===== config.mk =====
export PLATFORM = sky130hd
export DESIGN_NAME = routing_node
export DESIGN_NICKNAME = d
export VERILOG_FILES = /design/src/rtl/routing_pkg.sv /design/src/rtl/routing_node.sv /design/src/rtl/route_sequencer.sv /design/src/rtl/winner_policy.sv /design/src/rtl/explore_rng.sv /design/src/rtl/neighbor_table.sv
export SDC_FILE = /design/constraint.sdc
export NUM_CORES = 1
export LEC_CHECK = 0
export ABC_CLOCK_PERIOD_IN_PS = 11500
export BUFFER_PORTS_ARGS = -buffer_cell sky130_fd_sc_hd__buf_2
export CORE_MARGIN = 2
export CORE_UTILIZATION = 50
export DETAILED_ROUTE_END_ITERATION = 8
export PLACE_DENSITY = 0.67
export SLEW_MARGIN = 20
export SYNTH_ARGS = -nofsm -noshare
export SYNTH_HDL_FRONTEND = slang
export SYNTH_SLANG_ARGS = --single-unit
export TNS_END_PERCENT = 30

===== constraint.sdc =====
create_clock -name clock -period 11.5 [get_ports clock]
set_input_delay 1.15 -clock clock [delete_from_list [all_inputs] [get_ports clock]]
set_output_delay 1.15 -clock clock [all_outputs]
set_load 0.01 [all_outputs]

===== src/rtl/routing_pkg.sv =====
package routing_pkg;

	// datapath widths
	localparam int word_width = 16;
	localparam int table_size = 8;
	localparam int index_width = 3;
	localparam int epsilon_width = 4;

	// identity of this node
	localparam logic [word_width-1:0] my_node_id = 16'd3;
	localparam logic [word_width-1:0] my_cluster_id = 16'd1;

	// exploration schedule, epsilon on a 0..15 scale
	localparam logic [epsilon_width-1:0] initial_epsilon = 4'd7;
	localparam logic [epsilon_width-1:0] epsilon_step = 4'd1;
	localparam logic [word_width-1:0] lfsr_seed = 16'hACE1;

	// galois feedback mask for taps 16, 14, 13, 11
	localparam logic [word_width-1:0] lfsr_taps = 16'hB400;

	// cost rules
	localparam logic [word_width-1:0] hop_cost = 16'd1;
	localparam logic [word_width-1:0] battery_low = 16'h1000;
	localparam logic [word_width-1:0] no_route = '1;

	typedef enum logic [1:0] {
		seq_idle,
		seq_compute,
		seq_respond,
		seq_release
	} seq_state_t;

	typedef enum logic [1:0] {
		phase_idle,
		phase_update,
		phase_scan,
		phase_done
	} table_phase_t;

endpackage

===== src/rtl/routing_node.sv =====
`timescale 1ns/10ps

module routing_node (
	input logic clock,
	input logic nrst,
	input logic pkt_req,
	output logic pkt_ack,
	input logic [routing_pkg::word_width-1:0] pkt_source_id,
	input logic [routing_pkg::word_width-1:0] pkt_cluster_id,
	input logic [routing_pkg::word_width-1:0] pkt_battery,
	input logic [routing_pkg::word_width-1:0] pkt_q_value,
	input logic [routing_pkg::word_width-1:0] pkt_destination_id,
	output logic res_req,
	input logic res_ack,
	output logic [routing_pkg::word_width-1:0] next_hop,
	output logic [routing_pkg::word_width-1:0] my_value,
	output logic for_me,
	output logic explored
);
	import routing_pkg::*;

	logic start, decide;
	logic table_done, rng_done, policy_valid;
	logic explore;
	logic [index_width-1:0] rand_index, peek_index;
	logic peek_valid, best_valid;
	logic [word_width-1:0] peek_id, peek_q, best_id, best_q;

	route_sequencer route_sequencer_i (
		.clock(clock), .nrst(nrst),
		.pkt_req(pkt_req), .pkt_ack(pkt_ack),
		.res_ack(res_ack), .res_req(res_req),
		.table_done(table_done), .rng_done(rng_done), .policy_valid(policy_valid),
		.start(start), .decide(decide)
	);

	neighbor_table neighbor_table_i (
		.clock(clock), .nrst(nrst), .start(start),
		.pkt_source_id(pkt_source_id), .pkt_cluster_id(pkt_cluster_id),
		.pkt_battery(pkt_battery), .pkt_q_value(pkt_q_value),
		.peek_index(peek_index), .peek_valid(peek_valid),
		.peek_id(peek_id), .peek_q(peek_q),
		.best_valid(best_valid), .best_id(best_id), .best_q(best_q),
		.table_done(table_done)
	);

	explore_rng explore_rng_i (
		.clock(clock), .nrst(nrst), .start(start),
		.explore(explore), .rand_index(rand_index), .rng_done(rng_done)
	);

	winner_policy winner_policy_i (
		.clock(clock), .nrst(nrst), .start(start), .decide(decide),
		.pkt_destination_id(pkt_destination_id),
		.explore(explore), .rand_index(rand_index),
		.peek_index(peek_index), .peek_valid(peek_valid),
		.peek_id(peek_id), .peek_q(peek_q),
		.best_valid(best_valid), .best_id(best_id), .best_q(best_q),
		.next_hop(next_hop), .my_value(my_value),
		.for_me(for_me), .explored(explored), .policy_valid(policy_valid)
	);

endmodule


===== src/rtl/route_sequencer.sv =====
`timescale 1ns/10ps

module route_sequencer (
	input logic clock,
	input logic nrst,
	input logic pkt_req,
	output logic pkt_ack,
	input logic res_ack,
	output logic res_req,
	input logic table_done,
	input logic rng_done,
	input logic policy_valid,
	output logic start,
	output logic decide
);
	import routing_pkg::*;

	seq_state_t state;

	// accept only with both handshakes fully released
	assign start = (state == seq_idle) && pkt_req && !pkt_ack && !res_ack;

	always_ff @(posedge clock) begin
		if (!nrst) begin
			state <= seq_idle;
			pkt_ack <= 1'b0;
			res_req <= 1'b0;
			decide <= 1'b0;
		end else begin
			decide <= 1'b0;
			// input side
			if (start)
				pkt_ack <= 1'b1;
			else if (!pkt_req)
				pkt_ack <= 1'b0;
			case (state)
				seq_idle: begin
					if (start)
						state <= seq_compute;
				end
				seq_compute: begin
					if (table_done && rng_done) begin
						decide <= 1'b1;
						state <= seq_respond;
					end
				end
				seq_respond: begin
					if (!res_req && policy_valid) begin
						res_req <= 1'b1;
					end else if (res_req && res_ack) begin
						res_req <= 1'b0;
						state <= seq_release;
					end
				end
				seq_release: begin
					// wait for sink release and input ack drop
					if (!res_ack && !pkt_ack)
						state <= seq_idle;
				end
				default: state <= seq_idle;
			endcase
		end
	end

endmodule


===== src/rtl/winner_policy.sv =====
`timescale 1ns/10ps

module winner_policy (
	input logic clock,
	input logic nrst,
	input logic start,
	input logic decide,
	input logic [routing_pkg::word_width-1:0] pkt_destination_id,
	input logic explore,
	input logic [routing_pkg::index_width-1:0] rand_index,
	output logic [routing_pkg::index_width-1:0] peek_index,
	input logic peek_valid,
	input logic [routing_pkg::word_width-1:0] peek_id,
	input logic [routing_pkg::word_width-1:0] peek_q,
	input logic best_valid,
	input logic [routing_pkg::word_width-1:0] best_id,
	input logic [routing_pkg::word_width-1:0] best_q,
	output logic [routing_pkg::word_width-1:0] next_hop,
	output logic [routing_pkg::word_width-1:0] my_value,
	output logic for_me,
	output logic explored,
	output logic policy_valid
);
	import routing_pkg::*;

	logic [word_width-1:0] dest_id;
	logic [word_width-1:0] pick_id;
	logic [word_width-1:0] pick_q;
	logic pick_random;
	logic pick_any;
	logic [word_width:0] cost_sum;
	logic [word_width-1:0] pick_value;

	// random candidate comes straight from the rng index
	assign peek_index = rand_index;

	assign pick_random = explore && peek_valid;
	assign pick_any = pick_random || best_valid;
	assign pick_id = pick_random ? peek_id : best_id;
	assign pick_q = pick_random ? peek_q : best_q;

	// q plus hop cost, clamped at all ones
	assign cost_sum = {1'b0, pick_q} + {1'b0, hop_cost};
	assign pick_value = cost_sum[word_width] ? no_route : cost_sum[word_width-1:0];

	// destination is captured at acceptance, the source may move on afterwards
	always_ff @(posedge clock) begin
		if (start)
			dest_id <= pkt_destination_id;
		if (decide) begin
			next_hop <= pick_any ? pick_id : no_route;
			my_value <= pick_any ? pick_value : no_route;
		end
	end

	always_ff @(posedge clock) begin
		if (!nrst) begin
			for_me <= 1'b0;
			explored <= 1'b0;
			policy_valid <= 1'b0;
		end else begin
			policy_valid <= decide;
			if (decide) begin
				for_me <= (dest_id == my_node_id);
				explored <= pick_random;
			end
		end
	end

endmodule


===== src/rtl/explore_rng.sv =====
`timescale 1ns/10ps

module explore_rng (
	input logic clock,
	input logic nrst,
	input logic start,
	output logic explore,
	output logic [routing_pkg::index_width-1:0] rand_index,
	output logic rng_done
);
	import routing_pkg::*;

	logic [word_width-1:0] lfsr;
	logic [word_width-1:0] lfsr_next;
	logic [epsilon_width-1:0] epsilon;
	logic [epsilon_width-1:0] epsilon_next;

	// galois step, shifting right
	always_comb begin
		lfsr_next = lfsr >> 1;
		if (lfsr[0])
			lfsr_next = lfsr_next ^ lfsr_taps;
	end

	// decay saturates at zero
	assign epsilon_next = (epsilon > epsilon_step) ? epsilon - epsilon_step : '0;

	always_ff @(posedge clock) begin
		if (!nrst) begin
			lfsr <= lfsr_seed;
			epsilon <= initial_epsilon;
			explore <= 1'b0;
			rand_index <= '0;
			rng_done <= 1'b0;
		end else if (start) begin
			lfsr <= lfsr_next;
			// decision uses epsilon before this packet's decay
			explore <= (lfsr_next[3:0] < epsilon);
			rand_index <= lfsr_next[6:4];
			epsilon <= epsilon_next;
			rng_done <= 1'b1;
		end
	end

endmodule


===== src/rtl/neighbor_table.sv =====
`timescale 1ns/10ps

module neighbor_table (
	input logic clock,
	input logic nrst,
	input logic start,
	input logic [routing_pkg::word_width-1:0] pkt_source_id,
	input logic [routing_pkg::word_width-1:0] pkt_cluster_id,
	input logic [routing_pkg::word_width-1:0] pkt_battery,
	input logic [routing_pkg::word_width-1:0] pkt_q_value,
	input logic [routing_pkg::index_width-1:0] peek_index,
	output logic peek_valid,
	output logic [routing_pkg::word_width-1:0] peek_id,
	output logic [routing_pkg::word_width-1:0] peek_q,
	output logic best_valid,
	output logic [routing_pkg::word_width-1:0] best_id,
	output logic [routing_pkg::word_width-1:0] best_q,
	output logic table_done
);
	import routing_pkg::*;

	table_phase_t phase;
	logic [table_size-1:0] entry_valid;
	logic [word_width-1:0] entry_id [table_size];
	logic [word_width-1:0] entry_cluster [table_size];
	logic [word_width-1:0] entry_battery [table_size];
	logic [word_width-1:0] entry_q [table_size];
	logic [word_width-1:0] new_id, new_cluster, new_battery, new_q;
	logic [index_width-1:0] scan_index;
	logic match_found, free_found;
	logic [index_width-1:0] match_index, free_index;
	logic write_en;
	logic [index_width-1:0] write_index;
	logic scan_hit;

	// same-cluster neighbor with enough battery left
	function automatic logic qualifies(input logic valid, input logic [word_width-1:0] cluster,
			input logic [word_width-1:0] battery);
		return valid && (cluster == my_cluster_id) && (battery >= battery_low);
	endfunction

	// descending walk so the lowest free slot wins
	always_comb begin
		match_found = 1'b0;
		match_index = '0;
		free_found = 1'b0;
		free_index = '0;
		for (int i = table_size - 1; i >= 0; i--) begin
			if (entry_valid[i] && entry_id[i] == new_id) begin
				match_found = 1'b1;
				match_index = index_width'(i);
			end
			if (!entry_valid[i]) begin
				free_found = 1'b1;
				free_index = index_width'(i);
			end
		end
	end

	// full table with an unknown source drops the update
	assign write_en = (phase == phase_update) && (match_found || free_found);
	assign write_index = match_found ? match_index : free_index;

	// strict compare keeps the lower index on ties
	assign scan_hit = (phase == phase_scan)
		&& qualifies(entry_valid[scan_index], entry_cluster[scan_index], entry_battery[scan_index])
		&& (!best_valid || entry_q[scan_index] < best_q);

	assign peek_valid = qualifies(entry_valid[peek_index], entry_cluster[peek_index],
		entry_battery[peek_index]);
	assign peek_id = entry_id[peek_index];
	assign peek_q = entry_q[peek_index];
	assign table_done = (phase == phase_done);

	always_ff @(posedge clock) begin
		if (!nrst) begin
			phase <= phase_idle;
			entry_valid <= '0;
			best_valid <= 1'b0;
			scan_index <= '0;
		end else if (start) begin
			phase <= phase_update;
			best_valid <= 1'b0;
		end else begin
			case (phase)
				phase_update: begin
					if (write_en)
						entry_valid[write_index] <= 1'b1;
					scan_index <= '0;
					phase <= phase_scan;
				end
				phase_scan: begin
					if (scan_hit)
						best_valid <= 1'b1;
					if (scan_index == index_width'(table_size - 1))
						phase <= phase_done;
					else
						scan_index <= scan_index + 1'b1;
				end
				default: phase <= phase;
			endcase
		end
	end

	// packet fields and table contents
	always_ff @(posedge clock) begin
		if (start) begin
			new_id <= pkt_source_id;
			new_cluster <= pkt_cluster_id;
			new_battery <= pkt_battery;
			new_q <= pkt_q_value;
		end
		if (write_en) begin
			entry_id[write_index] <= new_id;
			entry_cluster[write_index] <= new_cluster;
			entry_battery[write_index] <= new_battery;
			entry_q[write_index] <= new_q;
		end
		if (scan_hit) begin
			best_id <= entry_id[scan_index];
			best_q <= entry_q[scan_index];
		end
	end

endmodule


# --- Word level (Yosys, flattened, before mapping) ---
# Memories as Yosys holds them, arrays and structs flattened. A register that Yosys moved wholly into a read port is not among the register bits.
# Index checks and enable logic that the tools add are counted.
totals:
  ramBits: 512
  wordCells: 193
  regBits: 175
  input_bits: 84
  out_inout_bits: 36
  n_memories: 4
mem_list:
  columns: ["name", "depth", "word_bits", "read_ports", "rd_ports_with_merged_regs", "wr", "line_no", "rtl"]
  rows:
  - ["neighbor_table_i.entry_battery", 8, 16, 2, 2, 1, "neighbor_table.sv:26", "logic [word_width-1:0] entry_battery [table_size];"]
  - ["neighbor_table_i.entry_cluster", 8, 16, 2, 2, 1, "neighbor_table.sv:25", "logic [word_width-1:0] entry_cluster [table_size];"]
  - ["neighbor_table_i.entry_id", 8, 16, 10, 2, 1, "neighbor_table.sv:24", "logic [word_width-1:0] entry_id [table_size];"]
  - ["neighbor_table_i.entry_q", 8, 16, 2, 2, 1, "neighbor_table.sv:27", "logic [word_width-1:0] entry_q [table_size];"]
op_classes:
  magnitude_cmp: 9
  add_sub_neg: 3
  eq_ne: 27
  n_bitwise: 5
  reduce_logical: 45
  mux: 75
op_table:
  columns: ["op", "count"]
  rows:
  - ["equality test 16 bit", 8]
  - ["2-to-1 mux 3 bit", 32]
  - ["2-to-1 mux 16 bit", 3]
  - ["equality test 16 x 1 -> 1 bit, second input constant", 2]
  - [">= comparator 16 x 13 -> 1 bit, second input constant", 2]
  - ["2-to-1 mux 1 bit", 27]
  - ["logical AND 1 bit", 24]
  - ["adder 16 x 1 -> 17 bit, second input constant", 1]
  - ["equality test 16 x 2 -> 1 bit, second input constant", 1]
  - ["less-than comparator 16 bit", 1]
  - ["less-than comparator 3 x 4 -> 1 bit, second input constant", 3]
  - ["2-to-1 mux 2 bit", 6]
  - ["inequality test 2 x 1 -> 1 bit, second input constant", 5]
  - ["AND reduction 2 bit", 5]
  - ["equality test 2 bit, second input constant", 4]
  - ["OR 8 bit", 1]
  - ["one-hot mux 2 bit (4 select lines)", 1]
  - ["binary-select mux 1 bit (select 3 bit)", 2]
  - ["inequality test 2 bit, second input constant", 3]
  - ["one-hot mux 3 bit (2 select lines)", 1]
  - ["AND reduction 3 bit", 2]
  - ["AND reduction 5 bit", 1]
  - ["equality test 2 x 1 -> 1 bit, second input constant", 2]
  - ["> comparator 4 x 1 -> 1 bit, second input constant", 1]
  - ["other kinds (17)", 26]

# --- Logic depth before layout (Yosys ltp) ---
# Gate-level depths: netlist of the first run.
# An unclocked memory read counts as a cell.
logic_depth:
  depth_word: 17
  ltp_mapped: 20

# --- By module ---
# From an unflattened synthesis of the first run, not the netlist that was laid out.
unflattened:
  cells_unflattened: 1585
  hier_area_um2: 26300.2
modules_own_cells:
  columns: ["mod", "cells_each", "area_each_um2", "instances"]
  rows:
  - ["neighbor_table", 1212, 22385.2, 1]
  - ["winner_policy", 235, 2588.7, 1]
  - ["explore_rng", 107, 1044.8, 1]
  - ["route_sequencer", 31, 281.5, 1]

# --- Worst setup path before layout of the first run ---
# No wires, ideal clock.
synth_timing:
  kind: "reg-to-reg"
  from: "reg neighbor_table_i.new_id[3]"
  to: "mem neighbor_table_i.entry_battery[4][12] (enable)"
  period_less_slack_ns: 6.547
  path_slack_ns: 4.953
  arrival_ns: 6.010
  stages_incl_launch_ff: 10
  setup_time_ns: 0.537
  cell_sequence: "edfxtp_1 buf_4 xnor2_1 nand4_1 or4_1 o22ai_2 o21ba_2 o21ai_4 inv_1 nor3b_1"
synth_via:
  elab_chain_len: 14
  elab_cells_between_ends: 37
  classes_between: "eq/ne (8); mux (19); reduce/logical (10)"
synth_lines:
  columns: ["item", "line_no", "rtl"]
  rows:
  - ["from (decl)", "neighbor_table.sv:28", "logic [word_width-1:0] new_id, new_cluster, new_battery, new_q;"]
  - ["from (signal assigned)", "neighbor_table.sv:108", "new_id <= pkt_source_id;"]
  - ["equality test 16 bit", "neighbor_table.sv:49", "if (entry_valid[i] && entry_id[i] == new_id) begin"]
  - ["logical AND 1 bit", "neighbor_table.sv:49", null]
  - ["2-to-1 mux 1 bit (8 in a row)", "neighbor_table.sv:49", null]
  - ["logical OR 1 bit", "neighbor_table.sv:61", "assign write_en = (phase == phase_update) && (match_found || free_found);"]
  - ["logical AND 1 bit", "neighbor_table.sv:61", null]
  - ["2-to-1 mux 1 bit", "neighbor_table.sv:113", "if (write_en) begin"]
  - ["2-to-1 mux 1 bit (not written as such)", "neighbor_table.sv:116", "entry_battery[write_index] <= new_battery;"]
  - ["to (decl)", "neighbor_table.sv:26", null]
# Parallel ways exist; a longest one is shown, timed or not.

# --- Worst setup path after layout of the first run ---
layout_timing:
  from: "reg neighbor_table_i.new_id[1]"
  to: "mem neighbor_table_i.entry_cluster[0][8] (enable)"
layout_via:
  elab_chain_len: 14
  elab_cells_between_ends: 37
  classes_between: "eq/ne (8); mux (19); reduce/logical (10)"
layout_lines:
  columns: ["item", "line_no", "rtl"]
  rows:
  - ["equality test 16 bit", "neighbor_table.sv:49", null]
  - ["logical AND 1 bit", "neighbor_table.sv:49", null]
  - ["2-to-1 mux 1 bit (8 in a row)", "neighbor_table.sv:49", null]
  - ["logical OR 1 bit", "neighbor_table.sv:61", null]
  - ["logical AND 1 bit", "neighbor_table.sv:61", null]
  - ["2-to-1 mux 1 bit", "neighbor_table.sv:113", null]
  - ["2-to-1 mux 1 bit (not written as such)", "neighbor_table.sv:115", "entry_cluster[write_index] <= new_cluster;"]
  - ["to (decl)", "neighbor_table.sv:25", null]
# Parallel ways exist; a longest one is shown, timed or not.

==> run_results.csv, run 1 <==
group,metric,value,unit
outcome,status,"finished clean",
global_route,overflow,0,
global_route,antenna_found_initial,0,
global_route,grt_pass1_wl,90300,µm
timing,fin_ws,6610,ps
finish,drive_above_1_share,25.0,%
clocking,cts_resized,0,
clocking,clockRootBuffer,"clkbuf_16",
critical_path,criticalPathCategory,"register to register",
synth,synth-seq-cells,600,
global_route,grt_max_degree,61,
finish,post-route-util,56.3,%
clocking,cts_buffers,60,
floorplanning,initial_utilization,50.5,%
critical_path,end_kind,"register",
timing,worst_pin_slew,1100,ps
placement,portBuffers,107,
floorplanning,die_y,234,µm
finish,nets,1823,
min_path,hp-class,"register to register",
synth,ys_warn_count,0,
global_route,grt_pass1_vias,14600,
detailed_routing,vias,14583,
synth,postSynthCellCount,1591,
flow_run,drv_cap,0,
finish,final-seq-area,0.0175,mm²
timing,fmax,205,MHz
synth,netlist.area_leader.share,62.1,%
critical_path,cp_common_cell,"nor4_1",
synth,synth.area.top_cells,"edfxtp_1 62%, mux4_2 11%, dfxtp_1 3.9%",
finish,fill_cells,4071,
critical_path,crit_path_start_kind,"register",
critical_path,critPathMaxStageDelay,850,ps
critical_path,crit_fanout,37,
timing,setup-tns-final,0,ps
placement,place_inst,2334,
detailed_routing,drt_first_pass_iters,5,
clocking,cts_buffer_depth,3,
finish,layout-area-overhead-vs-synth,11.5,%
clocking,cts-htree-levels,2,
critical_path,worstPathCellList,"xor2_1 -> nor4_1 -> nand2_1 -> nor4_1 -> o21ba_2 -> o21ai_1 -> nor3b_2 -> buf_4",
detailed_routing,wl_per_cell,24.8,µm
detailed_routing,drtIter0Drc,1300,
clocking,path_clk_slew,60,ps
timing,skew,20.0,ps
synth,async_flop_share,0,%
detailed_routing,drc_errors,0,
finish,n_antenna_cell,0,
critical_path,required,11740,ps
clocking,cts_setup_buffers,0,
detailed_routing,vias_per_cell,5.97,
clocking,clock-sinks,600,
timing,setup_viol,0,
critical_path,crit_slowest_cell,"nor3b_2",
timing,final_max_slew_viol_count,0,
placement,hpwlAfterDp,38500,µm
finish,instances_no_fill,2443,
synth,ys.flop_type,"edfxtp_1",
critical_path,arrival,5130,ps
power,ir_drop,0.000128,V
floorplanning,design.die.area,0.0549,mm²
power,p_per_area,169,mW/mm²
synth,synth_area_per_cell,16.7,µm²
detailed_routing,antenna_left,0,
synth,synth_area,0.0265,mm²
finish,multi_input_area,0.00848,mm²
placement,place_ws,6580,ps
global_route,grtUsageTotal,22.6,%
synth,ys_types,75,
detailed_routing,wirelength,60600,µm
timing,relSlewSlack,26.5,%
clocking,cts-hold-fix-buffers,0,
clocking,clk_latency,630,ps
synth,syn_nets,1706,
power,p_leak,9.42,nW
timing,fin_crit,4890,ps
power,finalPower,0.00499,W
floorplanning,design.core.area,0.0526,mm²
placement,place.gp.congestion,0.904,
timing,hold_violations,0,
clocking,cts_tree,"yes",
floorplanning,io_pins,120,
synth,synth-seq-area-share,66.0,%
synth,synth_enable_flop_cells,548,
floorplanning,rows,84,
timing,grt_setup_unrepaired,"false",
timing,period_share,42.5,%
synth,yosys.area.top_type,"edfxtp_1",
floorplanning,die_w,234,µm
routing by layer:
metal  global-route usage, %  vias up  part of all wire (%)
met5                       0        -                     0
met4                    7.45        0                   2.8
met3                    5.01      101                   7.8
met2                    35.8      527                    47
met1                    31.4     7416                    42
li1                        -     6539                     -
registers in the layout, summed over array words and instances, names as in the netlist, 3 cells and up, named ones only:
signal / flops
explore_rng_i.epsilon: 4
explore_rng_i.lfsr: 16
neighbor_table_i.best_id: 16
neighbor_table_i.best_q: 16
neighbor_table_i.entry_battery: 32
neighbor_table_i.entry_cluster: 128
neighbor_table_i.entry_id: 128
neighbor_table_i.entry_q: 128
neighbor_table_i.entry_valid: 8
neighbor_table_i.new_battery: 4
neighbor_table_i.new_cluster: 16
neighbor_table_i.new_id: 16
neighbor_table_i.new_q: 16
neighbor_table_i.scan_index: 3
winner_policy_i.dest_id: 16
winner_policy_i.my_value: 16
winner_policy_i.next_hop: 16
synthesized netlist by cell type (5+ instances only):
master,n
a211oi_1,6
a21o_1,6
a21oi_1,51
buf_1,10
buf_2,10
buf_4,15
buf_6,12
clkbuf_1,34
dfxtp_1,52
edfxtp_1,548
ha_1,31
inv_1,32
mux2_2,43
mux2i_1,40
mux4_2,135
nand2_1,91
nand2b_1,6
nand3_1,36
nand4_1,37
nor2_1,45
nor3_1,27
nor3b_1,23
nor4_1,46
nor4b_1,8
o211ai_1,6
o21ai_0,13
or4_1,5
xnor2_1,86
xor2_1,59
critical path, delay by kind of cell, from the launching register on:
family | cells | cell delay, ps
simple gates | 4 | 1860
compound gates | 2 | 930
flops | 1 | 760
buf+inv | 1 | 660
xor+xnor | 1 | 260
logic make-up (layout without fill, tap and decap cells):
kind of cell             Yosys count  count (layout)  share of synthesized area, %
buffers and inverters            115             279                          2.27
AND/OR/NAND/NOR                  348             348                          7.00
flip-flops                       600             600                          66.0
multiplexers                     222             222                          15.1
AO/OA/AOI/OAI                    130             130                          3.41
adder cells (fa/ha/maj)           31              31                          1.46
XOR/XNOR                         145             145                          4.79
area by class of cell:
cell class                 instances  area share (%)
clock inverter                    31           0.694
clock buffer                      78            5.52
timing repair buffer             137            2.57
inverter                          33           0.427
tap                              688            2.91
sequential                       600            59.2
multi-input combinational        876            28.7
where the power goes:
group	total [W]	switching, W	internal [W]
registers	0.00264	0.000126	0.00251
clock network	0.00183	0.000789	0.00104
logic	0.000522	0.000279	0.000243
total	0.00499	0.00119	0.00379
cell usage in the layout (no fill, tap or decap), drive strengths merged, types with 8 or more instances in the layout:
cell and n:
nand2 91, mux2 44, edfxtp 548, clkinv 27
o21ai 18, buf 137, a21oi 51, nor3 28
nor4 47, inv 35, nand3 36, clkbuf 78
mux2i 42, xor2 59, nor2 45, nor4b 8
xnor2 86, dfxtp 52, ha 31, nand4 37
nor3b 25, mux4 136
metrics by stage:
step	hold slack, ps	area [µm²]
4_1_cts	466	29600
5_1_grt	478	29600
6_report	463	29600
3_5_place_dp	449	27700
3_3_place_gp	439	27700
2_1_floorplan	432	26500
path summary, 6_finish.rpt:
check | start | end | slack [ps] | cells past startpoint
min reg2reg | explore_rng_i.lfsr[15] | explore_rng_i.lfsr[14] | 460 | 2
min | explore_rng_i.lfsr[15] | explore_rng_i.lfsr[14] | 460 | 2
max | neighbor_table_i.new_id[1] | neighbor_table_i.entry_cluster[0][8] | 6610 | 8
max reg2reg | neighbor_table_i.new_id[1] | neighbor_table_i.entry_cluster[0][8] | 6610 | 8
Power figures use the tool's default switching activity.
==> run 2: changes to the inputs <==
ABC_CLOCK_PERIOD_IN_PS = 4750   (was 11500)
clock period = 4.75 ns   (was 11.5 ns; I/O delays follow)
==> run 2 against run 1 <==
Net effect: combinational power grew to 2.5 times the previous value; die area unchanged; global-route usage rose by 0.19 points; non-clock buffer count up 42; worst hold slack worse by 430 ps; clock skew rose by 13 ps; maximum frequency increased by 16%; first-iteration DRC count is 25% higher; sequential share of layout area down 1.0 points; setup slack got worse by 6100 ps; cell count up 1.9%; largest cell class unchanged; highest routed layer unchanged.
==> run_results.csv, run 2 (synthesized netlist as in run 1, its figures left out) <==
group,metric,value,unit
outcome,status,"finished clean",
critical_path,rrSetupSlack,540,ps
finish,instances_no_fill,2489,
floorplanning,io_pins,120,
flow_run,drv_cap,0,
clocking,cts_setup_buffers,0,
floorplanning,die_y,234,µm
detailed_routing,wl_per_cell,24.6,µm
detailed_routing,vias,14848,
finish,layout-area-overhead-vs-synth,13.5,%
global_route,antenna_found_initial,0,
detailed_routing,antenna_left,0,
detailed_routing,drt_first_pass_iters,5,
timing,holdWs,36.1,ps
global_route,grt_use_met2,36.6,%
timing,grt_setup_unrepaired,"false",
timing,relSlewSlack,24.0,%
global_route,use_met3,3.90,%
global_route,grt_pass1_vias,14850,
clocking,cts_buffers,60,
critical_path,crit_path_start_kind,"register",
floorplanning,design.die.area,0.0549,mm²
clocking,clk_latency,630,ps
floorplanning,rows,84,
clocking,cts-htree-levels,2,
timing,fin_crit,4210,ps
detailed_routing,vias_per_cell,5.97,
detailed_routing,drc_errors,0,
detailed_routing,drtIter0Drc,1622,
min_path,hold_path_depth,1,
floorplanning,initial_utilization,50.5,%
clocking,clockRootBuffer,"clkbuf_16",
clocking,cts_tree,"yes",
global_route,grt_pass1_wl,91800,µm
critical_path,required,5070,ps
finish,fill_cells,4032,
finish,post-route-util,57.3,%
finish,n_antenna_cell,0,
global_route,grtUsageTotal,22.8,%
min_path,hp-class,"primary input to register",
critical_path,criticalPathCategory,"register to register",
floorplanning,die_w,234,µm
timing,fmax,237,MHz
critical_path,end_kind,"register",
global_route,grt_max_degree,68,
global_route,grt_use_met1,32.3,%
placement,portBuffers,107,
power,ir_drop,0.000285,V
finish,drive_above_1_share,25.7,%
finish,fin_area,0.0301,mm²
timing,setup_viol,0,
timing,skew,32.6,ps
timing,worst_pin_slew,1140,ps
clocking,clock-sinks,600,
floorplanning,design.core.area,0.0526,mm²
finish,final_cell_mix,"548 x edfxtp_1, 135 x mux4_2, 107 x buf_2, 91 x nand2_1, 86 x xnor2_1",
power,p_leak,9.63,nW
timing,final_max_slew_viol_count,0,
finish,final_common_cell,"edfxtp_1",
finish,top_regs,"neighbor_table_i.entry_cluster x128, neighbor_table_i.entry_id x128, neighbor_table_i.entry_q x128",
critical_path,r2r_cells,12,
global_route,grt_busiest_layer,"met2",
clocking,path_clk_slew,70,ps
clocking,cts_buffer_depth,3,
detailed_routing,wirelength,61100,µm
power,p_per_area,404,mW/mm²
placement,placed_cell_area,0.0279,mm²
timing,hold_violations,0,
timing,period_share,88.7,%
finish,nets,1865,
critical_path,crit_fanout,16,
placement,place_inst,2347,
placement,place.gp.congestion,0.948,
critical_path,arrival,4530,ps
placement,hpwlAfterDp,39300,µm
global_route,overflow,0,
[run 2: changes by cell type in the layout (fill, tap and decap cells not counted), sizes merged]
| cell | change |
|---|---|
| buf | +13 |
| clkinvlp | +7 |
| dlygate4sd3 | +29 |
| clkbuf | -6 |
| inv | +3 |
[run 2: worst paths after layout]
path                                             start                          end
hold reg to reg                 explore_rng_i.lfsr[15]       explore_rng_i.lfsr[14]
setup / recovery  neighbor_table_i.entry_cluster[7][1]  winner_policy_i.my_value[3]
setup reg to reg  neighbor_table_i.entry_cluster[7][1]  winner_policy_i.my_value[3]
hold / removal                          pkt_q_value[6]    neighbor_table_i.new_q[6]
[run 2: metal layers]
layer,vias to the layer above,part of all wire [%]
li1,6634,-
met1,7570,42
met2,536,48
met3,108,7.0
met4,0,2.5
met5,-,0
[run 2: repair_timing]
action	in CTS	in global routing
gates resized for setup	0	0
hold buffers	29	0
hold endpoints to repair	29	0
[run 2: metrics by stage]
stage / power (W) / setup TNS, ps / setup slack (ps)
after detailed placement: 0.00779 / 0 / 565
after global placement: 0.00775 / 0 / 544
final: 0.0122 / 0 / 537
after global routing: 0.0126 / 0 / 235
after floorplan: 0.00737 / -177250 / -1540
after CTS: 0.0123 / 0 / 518
[run 2: area by class of cell]
class	count	area [µm²]	area share, %
clock buffers	72	1560	5.17
clock inverters	41	308	1.02
inverters	33	126	0.420
multi-input cells	876	8510	28.3
flip-flops and latches	600	17500	58.2
well taps	688	861	2.86
repair buffers	179	1220	4.07
[run 2: critical path, cell delays in order (launching register included)]
cell	delay (ps)
edfxtp_1	360
nor4b_1	490
nand4_1	290
mux4_2	540
nor3b_2	240
o21bai_2	200
mux2_2	330
ha_1	220
buf_4	170
and4_4	170
and3b_1	190
mux2i_4	470
o21ai_0	210
[run 2: power breakdown]
group,total (W),internal (W),switching [W]
Sequential,0.00638,0.00607,0.000306
Combinational,0.00131,0.000621,0.000691
Clock,0.00448,0.00246,0.00202
==> run 3: changes to the inputs <==
PLACE_DENSITY = 0.63   (was 0.67)
REMOVE_ABC_BUFFERS = 1   (was default)
==> run 3 against run 2 <==
Net effect: die area unchanged; cell count up 1.1%; global-route usage grew 0.15 points; critical path depth is 1 higher; sequential share of layout area down 0.95 points.
==> run_results.csv, run 3 (synthesized netlist as in run 1, its figures left out) <==
group,metric,value,unit
floorplanning,io_pins,120,
clocking,cts_buffers,61,
global_route,grt_pass1_wl,92500,µm
finish,drive_above_1_share,25.4,%
clocking,path_clk_slew,60,ps
timing,final_max_slew_viol_count,0,
outcome,status,"finished clean",
power,p_leak,9.85,nW
clocking,cts_buffer_depth,3,
placement,place.gp.congestion,0.905,
global_route,grt_pass1_vias,15102,
critical_path,criticalPathCategory,"register to register",
finish,post-route-util,58.2,%
timing,relSlewSlack,28.8,%
clocking,clockRootBuffer,"clkbuf_16",
detailed_routing,drt_first_pass_iters,5,
finish,nets,1891,
critical_path,rrSetupSlack,480,ps
critical_path,critPathMaxStageDelay,560,ps
critical_path,crit-reg2reg-launch,"neighbor_table_i.entry_cluster[2][1]",
critical_path,cp_top_family,"simple AND/OR/NAND/NOR gates",
detailed_routing,antenna_left,0,
finish,layout-area-overhead-vs-synth,15.3,%
finish,n_antenna_cell,0,
detailed_routing,wl_per_cell,24.5,µm
detailed_routing,drtIter0Drc,1384,
global_route,grt_max_degree,45,
floorplanning,die_w,234,µm
timing,grt_setup_unrepaired,"false",
timing,worst_pin_slew,1070,ps
finish,multi_input_area,0.00848,mm²
critical_path,crit_slowest_cell,"mux4_2",
floorplanning,die_y,234,µm
critical_path,crit_fanout,16,
clocking,clk_latency,650,ps
floorplanning,design.die.area,0.0549,mm²
timing,holdWs,26.4,ps
detailed_routing,vias_per_cell,5.92,
global_route,overflow,0,
critical_path,path_buf_inv,0,
placement,place_ws,442,ps
detailed_routing,drc_errors,0,
finish,final_common_cell,"edfxtp_1",
finish,top_regs,"neighbor_table_i.entry_cluster x128, neighbor_table_i.entry_id x128, neighbor_table_i.entry_q x128",
critical_path,cp_common_cell,"nand4_1",
critical_path,arrival,4750,ps
placement,hpwlAfterDp,39500,µm
min_path,hold_path_depth,1,
power,ir_drop,0.000320,V
detailed_routing,vias,14912,
flow_run,drv_cap,0,
floorplanning,design.core.area,0.0526,mm²
critical_path,crit_path_start_kind,"register",
critical_path,worst_r2r_endpoint,"winner_policy_i.my_value[3]",
clocking,cts_resized,0,
timing,fmax,234,MHz
critical_path,end_kind,"register",
finish,final-seq-area,0.0175,mm²
timing,fin_crit,4270,ps
critical_path,r2r_cells,13,
floorplanning,initial_utilization,50.5,%
critical_path,required,5240,ps
clocking,cts-htree-levels,2,
timing,hold_violations,0,
min_path,worstHoldStart,"pkt_source_id[3]",
timing,skew,43.2,ps
timing,period_share,89.8,%
timing,setup_viol,0,
global_route,antenna_found_initial,0,
min_path,min_to,"neighbor_table_i.new_id[3]",
detailed_routing,wirelength,61600,µm
clocking,clock-sinks,600,
placement,portBuffers,107,
floorplanning,rows,84,
min_path,hp-class,"primary input to register",
critical_path,worstPathCellList,"nor4b_1 -> nand4_1 -> mux4_2 -> nor3b_2 -> o21bai_2 -> mux2_2 -> ha_1 -> nand2_1 -> nor2_1 -> nand4_1 -> o31ai_1 -> mux2i_4 -> o21ai_0",
timing,fin_ws,483,ps
clocking,cts_tree,"yes",
finish,fill_cells,3973,
power,p_per_area,416,mW/mm²
finish,final_cell_mix,"548 x edfxtp_1, 135 x mux4_2, 107 x buf_2, 91 x nand2_1, 86 x xnor2_1",
global_route,grtUsageTotal,23.0,%
run 3: layout make-up:
cell class              instances  share of cell area, %
repair buffers                204                   4.87
clock inverters                39                   1.68
well taps                     688                   2.81
inverters                      33                  0.413
flip-flops and latches        600                   57.2
multi-input cells             876                   27.7
clock buffers                  77                   5.25
run 3: repair_timing:
action                     4_1_cts  5_1_grt
hold endpoints to repair        55        0
setup endpoints to repair        0        0
hold buffers                    55        0
buffers inserted                 0        0
run 3: routing by layer:
layer	GRT usage, %	vias to the layer above	share of wire, %	routed length (µm)
li1	-	6676	-	-
met1	32.6	7537	43	26600
met2	36.2	593	47	28900
met4	6.54	0	2.5	1550
met3	4.86	106	7.4	4570
met5	0	-	0	0
run 3: per-stage QoR:
stage | cell area, µm² | TNS [ps] | instances | power (W)
2_1_floorplan | 26000 | -601610 | 1509 | 0.00733
3_3_place_gp | 27900 | 0 | 2346 | 0.00777
3_5_place_dp | 27900 | 0 | 2346 | 0.00780
4_1_cts | 30600 | 0 | 2517 | 0.0128
5_1_grt | 30600 | 0 | 2517 | 0.0132
6_report | 30600 | 0 | 2517 | 0.0127
run 3: how the worst max path moves through the flow:
stage	startpoint	to	slack, ps	cells past startpoint
after CTS	neighbor_table_i.entry_cluster[2][8]	winner_policy_i.my_value[3]	440	13
after floorplan	neighbor_table_i.new_id[8]	neighbor_table_i.entry_battery[4][12]	-1830	8
after detailed placement	neighbor_table_i.entry_cluster[2][8]	winner_policy_i.my_value[3]	440	13
final	neighbor_table_i.entry_cluster[2][1]	winner_policy_i.my_value[3]	480	13
after global placement	neighbor_table_i.entry_cluster[2][8]	winner_policy_i.my_value[12]	520	13
after global routing	neighbor_table_i.entry_cluster[6][1]	winner_policy_i.my_value[5]	220	13
run 3: report_power, final:
part	switching, W	internal [W]	total, W
combinational	0.000730	0.000633	0.00136
sequential	0.000284	0.00607	0.00636
clock	0.00204	0.00295	0.00499
total	0.00305	0.00966	0.0127
run 3: worst reg2reg max path, cell delays in order, from the launching register on:
cell and delay [ps]:
edfxtp_1 360, nor4b_1 450, nand4_1 350, mux4_2 560, nor3b_2 190, o21bai_2 170, mux2_2 290, ha_1 340
nand2_1 120, nor2_1 200, nand4_1 230, o31ai_1 450, mux2i_4 250, o21ai_0 140
